$ cat config.mk
export PLATFORM = sky130hd
export DESIGN_NAME = pitaya_analog_top
export DESIGN_NICKNAME = d
export VERILOG_FILES = /design/src/logic/pitaya_pkg.sv /design/src/logic/sys_bus_decoder.sv /design/src/logic/hk_regs.sv /design/src/logic/dac_cfg_regs.sv /design/src/logic/adc_frontend.sv /design/src/logic/dac_mixer.sv /design/src/logic/pitaya_analog_top.sv
export VERILOG_INCLUDE_DIRS = /design/src /design/src/logic
export SDC_FILE = /design/constraint.sdc
export NUM_CORES = 1
export LEC_CHECK = 0
export BUFFER_PORTS_ARGS = -buffer_cell sky130_fd_sc_hd__buf_2
export CORE_ASPECT_RATIO = 0.7
export CORE_MARGIN = 2
export CORE_UTILIZATION = 42
export CTS_CLUSTER_SIZE = 16
export DETAILED_ROUTE_END_ITERATION = 10
export PLACE_DENSITY_LB_ADDON = 0.25
export REMOVE_ABC_BUFFERS = 1
export SYNTH_ARGS = -nofsm -noshare
export SYNTH_HDL_FRONTEND = slang
export SYNTH_SLANG_ARGS = --single-unit
$ cat constraint.sdc
create_clock -name adc_clk -period 5.7 [get_ports adc_clk]
set_clock_uncertainty 0.2 [all_clocks]
set_input_delay 0.57 -clock adc_clk [delete_from_list [all_inputs] [get_ports adc_clk]]
set_output_delay 0.57 -clock adc_clk [all_outputs]
set_load 0.02 [all_outputs]
$ cat src/logic/pitaya_params.svh
/* widths, bus region numbers and register offsets of the analog path
   included by the package and by the register blocks */
`ifndef PITAYA_PARAMS_SVH
`define PITAYA_PARAMS_SVH

`define ADC_W          14             // sample and DAC code width
`define SUM_W          15             // mixer sum before saturation
`define ADC_RAW_W      16             // ADC pins, low 2 bits unused
`define BUS_W          32             // system bus address and data

`define REG_NUM        8              // bus regions
`define RGN_LSB        20             // region number sits at addr[22:20]
`define RGN_HK         3'd0           // housekeeping
`define RGN_DAC        3'd2           // DAC configuration

`define HK_ID_OFS      20'h00000
`define HK_LOOP_OFS    20'h00004
`define CFG_LVL_A_OFS  20'h00000
`define CFG_LVL_B_OFS  20'h00004
`define CFG_BIAS_A_OFS 20'h00008
`define CFG_BIAS_B_OFS 20'h0000C
`define PITAYA_ID      32'h5250_0A01  // read-only board ID
`endif

$ cat src/logic/pitaya_pkg.sv
/* data and bus types shared by the analog path modules
   import with pitaya_pkg::* in the module header */
`default_nettype none

`include "pitaya_params.svh"

package pitaya_pkg;

  //////////////////////////////////////////////////
  // stream types

  typedef logic signed [`ADC_W-1:0]     sample_t;    // two's complement
  typedef logic        [`ADC_W-1:0]     dac_code_t;  // unsigned, negative slope
  typedef logic        [`ADC_RAW_W-1:0] adc_raw_t;   // ADC pin word
  typedef logic signed [`SUM_W-1:0]     sum_t;       // one guard bit

  //////////////////////////////////////////////////
  // system bus types

  typedef logic [`BUS_W-1:0]   bus_word_t;
  typedef logic [2:0]          region_t;      // addr[22:20]
  typedef logic [`REG_NUM-1:0] region_vec_t;  // one strobe per region

endpackage

`default_nettype wire

$ cat src/logic/sys_bus_decoder.sv
/* splits the system bus into 8 regions by address bits 22 to 20
   fans out strobes and returns the selected slave's answer */
`timescale 1ns/1ps
`default_nettype none

`include "pitaya_params.svh"

module sys_bus_decoder
  import pitaya_pkg::*;
(
  input  bus_word_t   sys_addr_i,   // held until ack
  input  logic        sys_wen_i,    // single-cycle write strobe
  input  logic        sys_ren_i,    // single-cycle read strobe
  output bus_word_t   sys_rdata_o,
  output logic        sys_ack_o,
  output logic        sys_err_o,
  output region_vec_t rgn_wen_o,    // one-hot per region
  output region_vec_t rgn_ren_o,
  input  bus_word_t   hk_rdata_i,   // region 0
  input  logic        hk_ack_i,
  input  logic        hk_err_i,
  input  bus_word_t   cfg_rdata_i,  // region 2
  input  logic        cfg_ack_i,
  input  logic        cfg_err_i
);

  region_t     rgn;
  region_vec_t rgn_cs;

  assign rgn    = sys_addr_i[`RGN_LSB +: $bits(region_t)];
  assign rgn_cs = region_vec_t'(1) << rgn;  // chip select

  assign rgn_wen_o = rgn_cs & {`REG_NUM{sys_wen_i}};
  assign rgn_ren_o = rgn_cs & {`REG_NUM{sys_ren_i}};

  // answer mux, unused regions ack at once with zero data
  always_comb
  begin
    case (rgn)
      `RGN_HK:
      begin
        sys_rdata_o = hk_rdata_i;
        sys_ack_o   = hk_ack_i;
        sys_err_o   = hk_err_i;
      end
      `RGN_DAC:
      begin
        sys_rdata_o = cfg_rdata_i;
        sys_ack_o   = cfg_ack_i;
        sys_err_o   = cfg_err_i;
      end
      default:
      begin
        sys_rdata_o = '0;
        sys_ack_o   = sys_wen_i | sys_ren_i;  // same cycle as strobe
        sys_err_o   = 1'b0;
      end
    endcase
  end

endmodule

`default_nettype wire

$ cat src/logic/hk_regs.sv
/* housekeeping registers in bus region 0
   read-only board ID and the digital loopback control bit */
`timescale 1ns/1ps
`default_nettype none

`include "pitaya_params.svh"

module hk_regs
  import pitaya_pkg::*;
(
  input  logic      adc_clk,
  input  logic      rst_i,
  input  bus_word_t sys_addr_i,
  input  bus_word_t sys_wdata_i,
  input  logic      sys_wen_i,
  input  logic      sys_ren_i,
  output bus_word_t sys_rdata_o,
  output logic      sys_ack_o,       // one cycle after strobe
  output logic      sys_err_o,
  output logic      digital_loop_o   // ADC takes DAC samples
);

  logic [`RGN_LSB-1:0] ofs;      // offset inside region
  logic                id_sel;
  logic                loop_sel;
  logic                strobe;
  logic                bad;      // unmapped or ID write
  bus_word_t           rd_word;

  assign ofs      = sys_addr_i[`RGN_LSB-1:0];
  assign id_sel   = (ofs == `HK_ID_OFS);
  assign loop_sel = (ofs == `HK_LOOP_OFS);
  assign strobe   = sys_wen_i | sys_ren_i;
  assign bad      = !(id_sel || loop_sel) || (sys_wen_i && id_sel);

  // zero unless a mapped read
  always_comb
  begin
    rd_word = '0;
    if (sys_ren_i && id_sel)
      rd_word = `PITAYA_ID;
    else if (sys_ren_i && loop_sel)
      rd_word = bus_word_t'(digital_loop_o);  // bit 0 only
  end

  always_ff @(posedge adc_clk)
  begin
    if (rst_i)
    begin
      digital_loop_o <= 1'b0;
      sys_ack_o      <= 1'b0;
      sys_err_o      <= 1'b0;
      sys_rdata_o    <= '0;
    end
    else
    begin
      sys_ack_o   <= strobe;
      sys_err_o   <= strobe & bad;
      sys_rdata_o <= rd_word;
      if (sys_wen_i && loop_sel)
        digital_loop_o <= sys_wdata_i[0];
    end
  end

endmodule

`default_nettype wire

$ cat src/logic/dac_cfg_regs.sv
/* DAC configuration registers in bus region 2
   level and bias per channel, summed by the DAC mixer */
`timescale 1ns/1ps
`default_nettype none

`include "pitaya_params.svh"

module dac_cfg_regs
  import pitaya_pkg::*;
(
  input  logic      adc_clk,
  input  logic      rst_i,
  input  bus_word_t sys_addr_i,
  input  bus_word_t sys_wdata_i,
  input  logic      sys_wen_i,
  input  logic      sys_ren_i,
  output bus_word_t sys_rdata_o,
  output logic      sys_ack_o,
  output logic      sys_err_o,
  output sample_t   lvl_a_o,    // channel A summands
  output sample_t   bias_a_o,
  output sample_t   lvl_b_o,    // channel B summands
  output sample_t   bias_b_o
);

  logic [`RGN_LSB-1:0] ofs;
  logic                hit;      // mapped offset
  sample_t             rd_val;
  sample_t             wr_val;

  assign ofs    = sys_addr_i[`RGN_LSB-1:0];
  assign wr_val = sample_t'(sys_wdata_i[`ADC_W-1:0]);  // low bits of write data

  // read back selection
  always_comb
  begin
    hit = 1'b1;
    case (ofs)
      `CFG_LVL_A_OFS:  rd_val = lvl_a_o;
      `CFG_LVL_B_OFS:  rd_val = lvl_b_o;
      `CFG_BIAS_A_OFS: rd_val = bias_a_o;
      `CFG_BIAS_B_OFS: rd_val = bias_b_o;
      default:
      begin
        rd_val = '0;
        hit    = 1'b0;
      end
    endcase
  end

  always_ff @(posedge adc_clk)
  begin
    if (rst_i)
    begin
      lvl_a_o     <= '0;
      lvl_b_o     <= '0;
      bias_a_o    <= '0;
      bias_b_o    <= '0;
      sys_ack_o   <= 1'b0;
      sys_err_o   <= 1'b0;
      sys_rdata_o <= '0;
    end
    else
    begin
      sys_ack_o   <= sys_wen_i | sys_ren_i;
      sys_err_o   <= (sys_wen_i | sys_ren_i) & ~hit;
      sys_rdata_o <= sys_ren_i ? {{(`BUS_W-`ADC_W){1'b0}}, rd_val} : '0;  // zero-extend
      if (sys_wen_i)
      begin
        case (ofs)
          `CFG_LVL_A_OFS:  lvl_a_o  <= wr_val;
          `CFG_LVL_B_OFS:  lvl_b_o  <= wr_val;
          `CFG_BIAS_A_OFS: bias_a_o <= wr_val;
          `CFG_BIAS_B_OFS: bias_b_o <= wr_val;
          default:         ;  // err only
        endcase
      end
    end
  end

endmodule

`default_nettype wire

$ cat src/logic/adc_frontend.sv
/* ADC capture and conversion from negative-slope code to two's complement
   digital loopback replaces both channels with the mixer sums */
`timescale 1ns/1ps
`default_nettype none

`include "pitaya_params.svh"

module adc_frontend
  import pitaya_pkg::*;
(
  input  logic     adc_clk,
  input  logic     rst_i,
  input  adc_raw_t adc_dat_a_i,     // raw pins, bits 1:0 unused
  input  adc_raw_t adc_dat_b_i,
  input  logic     digital_loop_i,
  input  sample_t  loop_a_i,        // saturated DAC sums
  input  sample_t  loop_b_i,
  output sample_t  adc_a_o,
  output sample_t  adc_b_o
);

  dac_code_t cap_a;  // input registers
  dac_code_t cap_b;

  // keep top 14 of the 16 pin bits
  always_ff @(posedge adc_clk)
  begin
    if (rst_i)
    begin
      cap_a <= '0;
      cap_b <= '0;
    end
    else
    begin
      cap_a <= adc_dat_a_i[`ADC_RAW_W-1 -: `ADC_W];
      cap_b <= adc_dat_b_i[`ADC_RAW_W-1 -: `ADC_W];
    end
  end

  // msb kept, rest inverted; loopback bypasses the capture
  assign adc_a_o = digital_loop_i ? loop_a_i : sample_t'({cap_a[`ADC_W-1], ~cap_a[`ADC_W-2:0]});
  assign adc_b_o = digital_loop_i ? loop_b_i : sample_t'({cap_b[`ADC_W-1], ~cap_b[`ADC_W-2:0]});

endmodule

`default_nettype wire

$ cat src/logic/dac_mixer.sv
/* per channel sum of level and bias, saturated to 14 bits
   DAC codes registered in negative-slope form, sums fed back for loopback */
`timescale 1ns/1ps
`default_nettype none

`include "pitaya_params.svh"

module dac_mixer
  import pitaya_pkg::*;
(
  input  logic      adc_clk,
  input  logic      rst_i,
  input  sample_t   lvl_a_i,
  input  sample_t   lvl_b_i,
  input  sample_t   bias_a_i,
  input  sample_t   bias_b_i,
  output sample_t   dac_a_o,      // saturated sums, combinational
  output sample_t   dac_b_o,
  output dac_code_t dac_dat_a_o,  // registered DAC codes
  output dac_code_t dac_dat_b_o
);

  // clamp when the guard bit differs from the sign
  function automatic sample_t saturate(input sum_t s);
    if (s[`SUM_W-1] ^ s[`SUM_W-2])
      return {s[`SUM_W-1], {(`ADC_W-1){~s[`SUM_W-1]}}};  // +8191 or -8192
    return s[`ADC_W-1:0];
  endfunction

  sum_t sum_a;
  sum_t sum_b;

  assign sum_a   = sum_t'(lvl_a_i) + sum_t'(bias_a_i);  // sign extended
  assign sum_b   = sum_t'(lvl_b_i) + sum_t'(bias_b_i);
  assign dac_a_o = saturate(sum_a);
  assign dac_b_o = saturate(sum_b);

  //////////////////////////////////////////////////
  // output registers, signed to negative slope

  always_ff @(posedge adc_clk)
  begin
    if (rst_i)
    begin
      dac_dat_a_o <= {1'b0, {(`ADC_W-1){1'b1}}};  // code of zero
      dac_dat_b_o <= {1'b0, {(`ADC_W-1){1'b1}}};
    end
    else
    begin
      dac_dat_a_o <= {dac_a_o[`ADC_W-1], ~dac_a_o[`ADC_W-2:0]};
      dac_dat_b_o <= {dac_b_o[`ADC_W-1], ~dac_b_o[`ADC_W-2:0]};
    end
  end

endmodule

`default_nettype wire

$ cat src/logic/pitaya_analog_top.sv
/* analog data path top level on adc_clk
   bus decoder, register blocks, ADC front end and DAC mixer */
`timescale 1ns/1ps
`default_nettype none

`include "pitaya_params.svh"

module pitaya_analog_top
  import pitaya_pkg::*;
(
  input  logic      adc_clk,
  input  logic      rst_i,
  // system bus
  input  bus_word_t sys_addr_i,
  input  bus_word_t sys_wdata_i,
  input  logic      sys_wen_i,
  input  logic      sys_ren_i,
  output bus_word_t sys_rdata_o,
  output logic      sys_ack_o,
  output logic      sys_err_o,
  // ADC pins and converted streams
  input  adc_raw_t  adc_dat_a_i,
  input  adc_raw_t  adc_dat_b_i,
  output sample_t   adc_a_o,
  output sample_t   adc_b_o,
  // DAC codes
  output dac_code_t dac_dat_a_o,
  output dac_code_t dac_dat_b_o
);

  //////////////////////////////////////////////////
  // local signals

  region_vec_t rgn_wen, rgn_ren;     // one-hot strobes
  bus_word_t   hk_rdata, cfg_rdata;
  logic        hk_ack, hk_err;
  logic        cfg_ack, cfg_err;
  logic        digital_loop;
  sample_t     lvl_a, lvl_b, bias_a, bias_b;
  sample_t     dac_a, dac_b;         // saturated sums

  sys_bus_decoder i_dec (
    .sys_addr_i  (sys_addr_i),  .sys_wen_i   (sys_wen_i),   .sys_ren_i  (sys_ren_i),
    .sys_rdata_o (sys_rdata_o), .sys_ack_o   (sys_ack_o),   .sys_err_o  (sys_err_o),
    .rgn_wen_o   (rgn_wen),     .rgn_ren_o   (rgn_ren),
    .hk_rdata_i  (hk_rdata),    .hk_ack_i    (hk_ack),      .hk_err_i   (hk_err),
    .cfg_rdata_i (cfg_rdata),   .cfg_ack_i   (cfg_ack),     .cfg_err_i  (cfg_err)
  );

  hk_regs i_hk (
    .adc_clk     (adc_clk),     .rst_i       (rst_i),
    .sys_addr_i  (sys_addr_i),  .sys_wdata_i (sys_wdata_i),
    .sys_wen_i   (rgn_wen[`RGN_HK]), .sys_ren_i (rgn_ren[`RGN_HK]),  // region 0
    .sys_rdata_o (hk_rdata),    .sys_ack_o   (hk_ack),      .sys_err_o  (hk_err),
    .digital_loop_o (digital_loop)
  );

  dac_cfg_regs i_cfg (
    .adc_clk     (adc_clk),     .rst_i       (rst_i),
    .sys_addr_i  (sys_addr_i),  .sys_wdata_i (sys_wdata_i),
    .sys_wen_i   (rgn_wen[`RGN_DAC]), .sys_ren_i (rgn_ren[`RGN_DAC]),  // region 2
    .sys_rdata_o (cfg_rdata),   .sys_ack_o   (cfg_ack),     .sys_err_o  (cfg_err),
    .lvl_a_o     (lvl_a),       .bias_a_o    (bias_a),
    .lvl_b_o     (lvl_b),       .bias_b_o    (bias_b)
  );

  adc_frontend i_adc (
    .adc_clk     (adc_clk),     .rst_i       (rst_i),
    .adc_dat_a_i (adc_dat_a_i), .adc_dat_b_i (adc_dat_b_i),
    .digital_loop_i (digital_loop),
    .loop_a_i    (dac_a),       .loop_b_i    (dac_b),       // mixer sums back in
    .adc_a_o     (adc_a_o),     .adc_b_o     (adc_b_o)
  );

  dac_mixer i_dac (
    .adc_clk     (adc_clk),     .rst_i       (rst_i),
    .lvl_a_i     (lvl_a),       .lvl_b_i     (lvl_b),
    .bias_a_i    (bias_a),      .bias_b_i    (bias_b),
    .dac_a_o     (dac_a),       .dac_b_o     (dac_b),
    .dac_dat_a_o (dac_dat_a_o), .dac_dat_b_o (dac_dat_b_o)
  );

endmodule

`default_nettype wire

==> impl_metrics.env, run 1 <==
export IMPL_via_count=5469
export IMPL_period_needed_ns=4.50
export IMPL_syn_inst=732
export IMPL_grt_first_pass_wirelength_um=25500
export IMPL_power_static_leakage_nw=3.52
export IMPL_cap_violations=0
export IMPL_route_detailed_drc=0
export IMPL_ioPinCount=190
export IMPL_drt_wl_total_um=15500
export IMPL_hold_depth=2
export IMPL_post_route_cell_area_mm2=0.00794
export IMPL_max_freq_mhz=222
export IMPL_drt_antenna_violating_nets=0
export IMPL_cts_setup_buffers=0
export IMPL_synth_ff_type="dfxtp_1"
export IMPL_ys_ff_latch=133
export IMPL_grt_overflow_total=0
export IMPL_rsz0062_at_grt="no"
export IMPL_whs_endpoint="i_adc.cap_a[0]"
export IMPL_clock_sinks=133
export IMPL_status="finished clean"
export IMPL_port_buffers=145
export IMPL_slew_headroom_pct=29.6
export IMPL_ctsHoldBuffers=0
export IMPL_hold_class="in2reg"
export IMPL_clkLatencyLatePin_ns=0.42
export IMPL_crit_fanout=12
export IMPL_avgSynthCellArea_um2=8.93
export IMPL_synth_edff_count=0
export IMPL_yosysSeqAreaShare_pct=40.7
export IMPL_setup_tns_ns=0
export IMPL_layout_drive_gt1_share_pct=24.5
export IMPL_clockBufferDepth=2
export IMPL_reg2reg_to="i_dac.dac_dat_a_o[1]"
export IMPL_cts_tree="built"
export IMPL_worstSetupPathType="reg2out"
export IMPL_syn2layout_area_growth_pct=21.4
export IMPL_cts_root_buf="clkbuf_16"
export IMPL_drt_iter0_drc=344
export IMPL_reg2reg_from="i_cfg.bias_a_o[0]"
export IMPL_tightest_slew_ns=1.05
export IMPL_crit_required_ns=4.93
export IMPL_place_congestion=0.804
export IMPL_die_w_um=153
export IMPL_post_dp_cell_area_mm2=0.00728
export IMPL_start_util_pct=42.6
export IMPL_die_h_um=108
export IMPL_grt_pass1_vias=5073
export IMPL_antenna_found_initial=1
export IMPL_setup_violations_final=0
export IMPL_grt_max_degree=83
export IMPL_drv_slew=0
export IMPL_yosys_warnings=0
export IMPL_synthArstFlopShare_pct=0
export IMPL_hpwl_um=11400
export IMPL_die_area_mm2=0.0166
export IMPL_dr_pass1_iters=4
export IMPL_cp_start_kind="flop"
export IMPL_viasPerCell=5.13
export IMPL_num_antenna_cells=0
export IMPL_fin_util_pct=51.7
export IMPL_core_mm2=0.0154
export IMPL_power_density_mw_per_mm2=285
export IMPL_h_tree_depth=4
export IMPL_clk_pin_slew_ns=0.06
export IMPL_post_cts_resized=0
export IMPL_crit_path_end_kind="output port"
export IMPL_ys_types=64
export IMPL_finalNetCount=983
export IMPL_period_share_pct=79.0
export IMPL_cp_arrival_ns=3.73
export IMPL_reg2reg_slack_ns=2.30
export IMPL_min_from="adc_dat_a_i[2]"
export IMPL_reg2reg_depth=9
export IMPL_finalHoldViolCount=0
export IMPL_cts_buffers=17
export IMPL_rows=38
export IMPL_syn_area_mm2=0.00654
export IMPL_vdd_drop_max_mv=0.223
export IMPL_wire_per_inst_um=14.6
export IMPL_grt_usage_pct=19.0
-- worst max-delay path by stage --
stage,slack (ns),depth (start not counted),startpoint,end
CTS,1.20,10,i_cfg.bias_a_o[0],adc_a_o[4]
detailed placement,1.68,10,i_cfg.bias_a_o[0],adc_a_o[4]
global placement,1.72,10,i_cfg.bias_a_o[0],adc_a_o[0]
finish,1.20,10,i_cfg.bias_a_o[0],adc_a_o[4]
floorplan,2.31,9,i_cfg.bias_a_o[0],adc_a_o[12]
global route,0.90,10,i_cfg.bias_a_o[0],adc_a_o[1]
-- layer usage --
metal | routed length, µm | track usage [%]
met1 | 7800 | 27.4
met2 | 6540 | 28.8
met3 | 1070 | 4.37
met5 | 13 | 0
met4 | 128 | 4.89
-- sequential cells by signal, summed over array words and instances (netlist names) --
register and flops:
i_hk.sys_ack_o 1, i_adc.cap_b 14, i_dac.dac_dat_a_o 14, i_cfg.lvl_a_o 14, i_hk.digital_loop_o 1, i_adc.cap_a 14, i_cfg.sys_rdata_o 14, i_hk.sys_err_o 1
i_cfg.sys_ack_o 1, i_dac.dac_dat_b_o 14, i_hk.sys_rdata_o 2, i_cfg.bias_b_o 14, i_cfg.bias_a_o 14, i_cfg.sys_err_o 1, i_cfg.lvl_b_o 14
-- cells in the final DEF, fill, tap and decap left out, types with 3 or more instances in the layout --
cell type,count
or2_1,23
nor2b_1,32
nand4b_1,3
inv_1,11
nor2_1,56
buf_4,5
ha_1,28
a21oi_1,85
or2_2,5
o21ai_0,9
conb_1,13
a21o_1,7
nor4_1,4
dfxtp_1,132
o21a_1,3
buf_2,144
nor3_1,7
mux2_2,13
xor2_1,6
nand3_1,12
and3_1,15
and2_1,4
xnor2_1,14
nand2b_1,3
nand2_1,82
a22oi_1,15
mux2i_1,57
clkinvlp_4,3
clkbuf_16,17
bufinv_16,5
or3_1,4
-- through the flow --
step	cells	total power (W)	hold WS (ns)	setup WS [ns]
6_report	1066	0.00226	0.159	1.20
5_1_grt	1066	0.00233	0.155	0.901
4_1_cts	1066	0.00228	0.146	1.20
3_5_place_dp	1034	0.00107	0.269	1.68
3_3_place_gp	1034	0.00106	0.267	1.72
2_1_floorplan	685	0.00101	0.244	2.31
-- critical path: stages, from the launching register on --
cell and delay [ns]:
dfxtp_1 0.33, ha_1 0.23, fa_1 0.41, a21oi_1 0.21, o22ai_1 0.18, o41ai_2 0.58, a31oi_1 0.32, o21bai_1 0.45
a21oi_1 0.28, mux2i_1 0.11, buf_2 0.21
-- logic make-up after synthesis --
kind of cell	synth area share (%)
other	0.0574
AO/OA/AOI/OAI	13.9
multiplexers	11.3
AND/OR/NAND/NOR	19.8
adder cells (fa/ha/maj)	6.14
XOR/XNOR	2.68
flip-flops	40.7
buffers and inverters	5.38
-- power breakdown --
| group | switching, W | leakage, nW | internal (W) | total (W) |
|---|---|---|---|---|
| registers | 0.00000238 | 1.08 | 0.000941 | 0.000943 |
| logic | 0.0000632 | 2.12 | 0.0000375 | 0.000101 |
| clock network | 0.000416 | 0.313 | 0.000800 | 0.00122 |
| total | 0.000482 | 3.52 | 0.00178 | 0.00226 |
-- synthesized netlist by cell type, types with 3 or more instances --
library cell	n	area share, %
or2_2	5	0.48
a22oi_1	15	1.7
o21a_1	3	0.34
nor2_1	56	3.2
mux2i_1	57	8.7
nand4b_1	3	0.40
xnor2_1	14	1.9
a21oi_1	85	6.5
or3_1	4	0.38
nor2b_1	32	3.1
a21o_1	7	0.80
nand2_1	82	4.7
and2_1	4	0.38
ha_1	28	5.4
inv_1	11	0.63
buf_2	4	0.31
clkbuf_1	32	1.8
nor4_1	4	0.38
buf_4	20	2.3
or2_1	23	2.2
xor2_1	6	0.80
dfxtp_1	133	41
o21ai_0	9	0.69
nand3_1	12	0.92
nand2b_1	3	0.29
mux2_2	13	2.2
nor3_1	7	0.54
and3_1	15	1.4
-- final cells by class --
class / instances / area [µm²]
well taps: 200 / 250
repair buffers: 149 / 758
clock buffers: 20 / 457
clock inverters: 12 / 200
multi-input cells: 541 / 3570
fillers: 1486 / 7420
inverters: 11 / 41.3
flip-flops and latches: 133 / 2660
Power figures use the tool's default switching activity.
==> run 2: changes to the inputs <==
--- a/config.mk
+++ b/config.mk
@@ -6,6 +6,7 @@
 export SDC_FILE = /design/constraint.sdc
 export NUM_CORES = 1
 export LEC_CHECK = 0
+export ABC_AREA = 1
 export BUFFER_PORTS_ARGS = -buffer_cell sky130_fd_sc_hd__buf_2
 export CORE_ASPECT_RATIO = 0.7
 export CORE_MARGIN = 2
==> constraint.sdc (replaced) <==
create_clock -name adc_clk -period 3.84 [get_ports adc_clk]
set_clock_uncertainty 0.2 [all_clocks]
set_input_delay 0.384 -clock adc_clk [delete_from_list [all_inputs] [get_ports adc_clk]]
set_output_delay 0.384 -clock adc_clk [all_outputs]
set_load 0.02 [all_outputs]
==> run 2 against run 1 <==
Net effect: utilization increased by 0.33 points; clock power increased by 30%; sequential cell count did not move; sequential share of layout area decreased by 3.5 points; area after synthesis up 11%; hold slack worse by 0.072 ns; critical endpoint is now adc_b_o[1]; largest power group unchanged; highest routed layer is now met4.
==> impl_metrics.env, run 2 <==
export IMPL_status="finished clean"
export IMPL_via_count=6627
export IMPL_hold_depth=3
export IMPL_max_freq_mhz=279
export IMPL_antenna_found_initial=1
export IMPL_crit_required_ns=3.26
export IMPL_slowest_stage="fa_1"
export IMPL_synth_top_area_share_pct=36.9
export IMPL_start_util_pct=42.4
export IMPL_finalNetCount=1279
export IMPL_clkLatencyLatePin_ns=0.41
export IMPL_port_buffers=145
export IMPL_power_w=0.00319
export IMPL_netlist_top_cell_by_area="dfxtp_1"
export IMPL_whs_endpoint="i_cfg.lvl_a_o[7]"
export IMPL_power_density_mw_per_mm2=360
export IMPL_reg2reg_slack_ns=1.12
export IMPL_tightest_slew_ns=0.895
export IMPL_die_h_um=114
export IMPL_cts_buffers=17
export IMPL_setup_slack_ns=0.256
export IMPL_cp_arrival_ns=3.00
export IMPL_ioPinCount=190
export IMPL_synthArstFlopShare_pct=0
export IMPL_clockBufferDepth=2
export IMPL_worstSetupPathType="reg2out"
export IMPL_dr_pass1_iters=5
export IMPL_finalHoldViolCount=0
export IMPL_yosysSeqAreaShare_pct=36.9
export IMPL_syn_inst=992
export IMPL_reg2reg_depth=12
export IMPL_clk_pin_slew_ns=0.06
export IMPL_ys_types=43
export IMPL_drt_wl_total_um=18800
export IMPL_wire_per_inst_um=13.5
export IMPL_crit_fanout=7
export IMPL_synth_top_cells_by_count="inv_1, nor2_1, dfxtp_1, nand2_1, a21oi_1"
export IMPL_core_mm2=0.0170
export IMPL_cap_violations=0
export IMPL_cp_start_kind="flop"
export IMPL_layout_drive_gt1_share_pct=23.7
export IMPL_path_cells="ha_1 > fa_1 > nand2_1 > nand2_1 > nand3_1 > nand2_1 > nand2_1 > nand2_1 > nand2_1 > nand2_1 > a21oi_4 > buf_4 > a21oi_1 > buf_2"
export IMPL_layout_common_cells="inv_1, nor2_1, buf_2, dfxtp_1, nand2_1"
export IMPL_yosys_warnings=0
export IMPL_synthTopCellsByArea="dfxtp_1, inv_1, nor2_1, nand2_1, a21oi_1"
export IMPL_synth_ff_type="dfxtp_1"
export IMPL_ys_ff_latch=133
export IMPL_die_area_mm2=0.0183
export IMPL_synth_most_common_cell="inv_1"
export IMPL_pre_cts_slack_ns=0.626
export IMPL_grt_usage_pct=20.7
export IMPL_power_static_leakage_nw=4.04
export IMPL_grt_pass1_vias=6102
export IMPL_drt_iter0_drc=341
export IMPL_cts_setup_buffers=0
export IMPL_period_needed_ns=3.58
export IMPL_rows=40
export IMPL_grt_max_degree=58
export IMPL_die_w_um=161
export IMPL_synth_edff_count=0
export IMPL_setup_violations_final=0
export IMPL_viasPerCell=4.75
export IMPL_hpwl_um=13900
export IMPL_hold_class="in2reg"
export IMPL_syn2layout_area_growth_pct=22.5
export IMPL_cts_root_buf="clkbuf_16"
export IMPL_route_detailed_drc=0
export IMPL_slew_headroom_pct=40.4
export IMPL_rsz0062_at_grt="no"
export IMPL_min_from="sys_wdata_i[7]"
export IMPL_crit_path_end_kind="output port"
export IMPL_setup_tns_ns=0
export IMPL_vdd_drop_max_mv=0.240
export IMPL_grt_overflow_total=0
export IMPL_reg2reg_to="i_dac.dac_dat_b_o[2]"
export IMPL_drt_antenna_violating_nets=0
export IMPL_place_congestion=0.872
export IMPL_avgSynthCellArea_um2=7.28
export IMPL_cts_tree="built"
export IMPL_period_share_pct=93.3
export IMPL_syn_area_mm2=0.00722
export IMPL_path_common_cell="nand2_1"
export IMPL_fillCellCount=1699
export IMPL_drv_slew=0
export IMPL_final_common_cell="inv_1"
export IMPL_clock_sinks=133
export IMPL_grt_first_pass_wirelength_um=30400
export IMPL_h_tree_depth=4
export IMPL_reg2reg_from="i_cfg.bias_b_o[0]"
export IMPL_max_stage_delay_ns=0.43
==> run 2: logic make-up after synthesis <==
family | after synthesis | synth area share [%]
and+or+nand+nor | 350 | 21.7
AOI/OAI and AO/OA | 239 | 20.3
buffers and inverters | 220 | 13.4
DFF | 133 | 36.9
adders and majority gates | 30 | 5.40
xor gates and xnor gates | 19 | 2.30
other | 1 | 0.0519
==> run 2: how the worst max path moves through the flow <==
stage                           start         end  slack (ns)  cells past startpoint
CTS                 i_cfg.bias_b_o[0]  adc_b_o[1]        0.18                     14
floorplan           i_cfg.bias_b_o[0]  adc_b_o[0]        0.98                     12
global placement    i_cfg.bias_b_o[0]  adc_b_o[2]        0.65                     14
global route        i_cfg.bias_b_o[0]  adc_b_o[0]        0.01                     14
finish              i_cfg.bias_b_o[0]  adc_b_o[1]        0.26                     14
detailed placement  i_cfg.bias_b_o[0]  adc_b_o[1]        0.63                     14
==> run 2: metrics by stage <==
step,cells,hold slack (ns),instance area (µm²),util [%]
6_report,1394,0.0878,8850,52.0
3_5_place_dp,1333,0.265,7980,46.9
2_1_floorplan,953,0.245,6940,-
3_3_place_gp,1333,0.265,7980,46.9
5_1_grt,1393,0.0990,8850,52.0
4_1_cts,1393,0.0678,8840,52.0
==> run 2: routing by layer <==
layer	share of wire [%]	vias up	track usage [%]
met1	52	2994	31.0
met4	0.59	0	4.35
li1	-	3458	-
met5	0	-	0
met3	5.3	12	3.67
met2	42	163	31.4
==> run 2: area by class of cell <==
type,count,area [µm²],area share (%)
antenna,1,2.50,0.0283
multi-input combinational,651,3650,41.2
timing repair buffer,177,1040,11.7
clock inverter,11,100,1.13
inverter,169,634,7.17
clock buffer,21,480,5.43
sequential,133,2660,30.1
tap,231,289,3.27
==> run 2: repair_timing <==
item	in CTS	in global routing
endpoints found under the hold margin	28	0
hold buffers	28	0
setup endpoints to repair	0	7
gates resized for setup	0	1
==> run 2: power by group <==
group / total [W] / internal (W) / switching (W)
sequential: 0.00140 / 0.00140 / 0.00000370
clock: 0.00158 / 0.000959 / 0.000622
combinational: 0.000208 / 0.0000838 / 0.000124
==> run 2: critical path, delay by kind of cell (launching register included) <==
kind | cells | cell delay [ns]
buffers and inverters | 2 | 0.39
AND/OR/NAND/NOR | 8 | 0.84
AO/OA/AOI/OAI | 2 | 0.39
adder cells (fa/ha/maj) | 2 | 0.65
flip-flops | 1 | 0.31
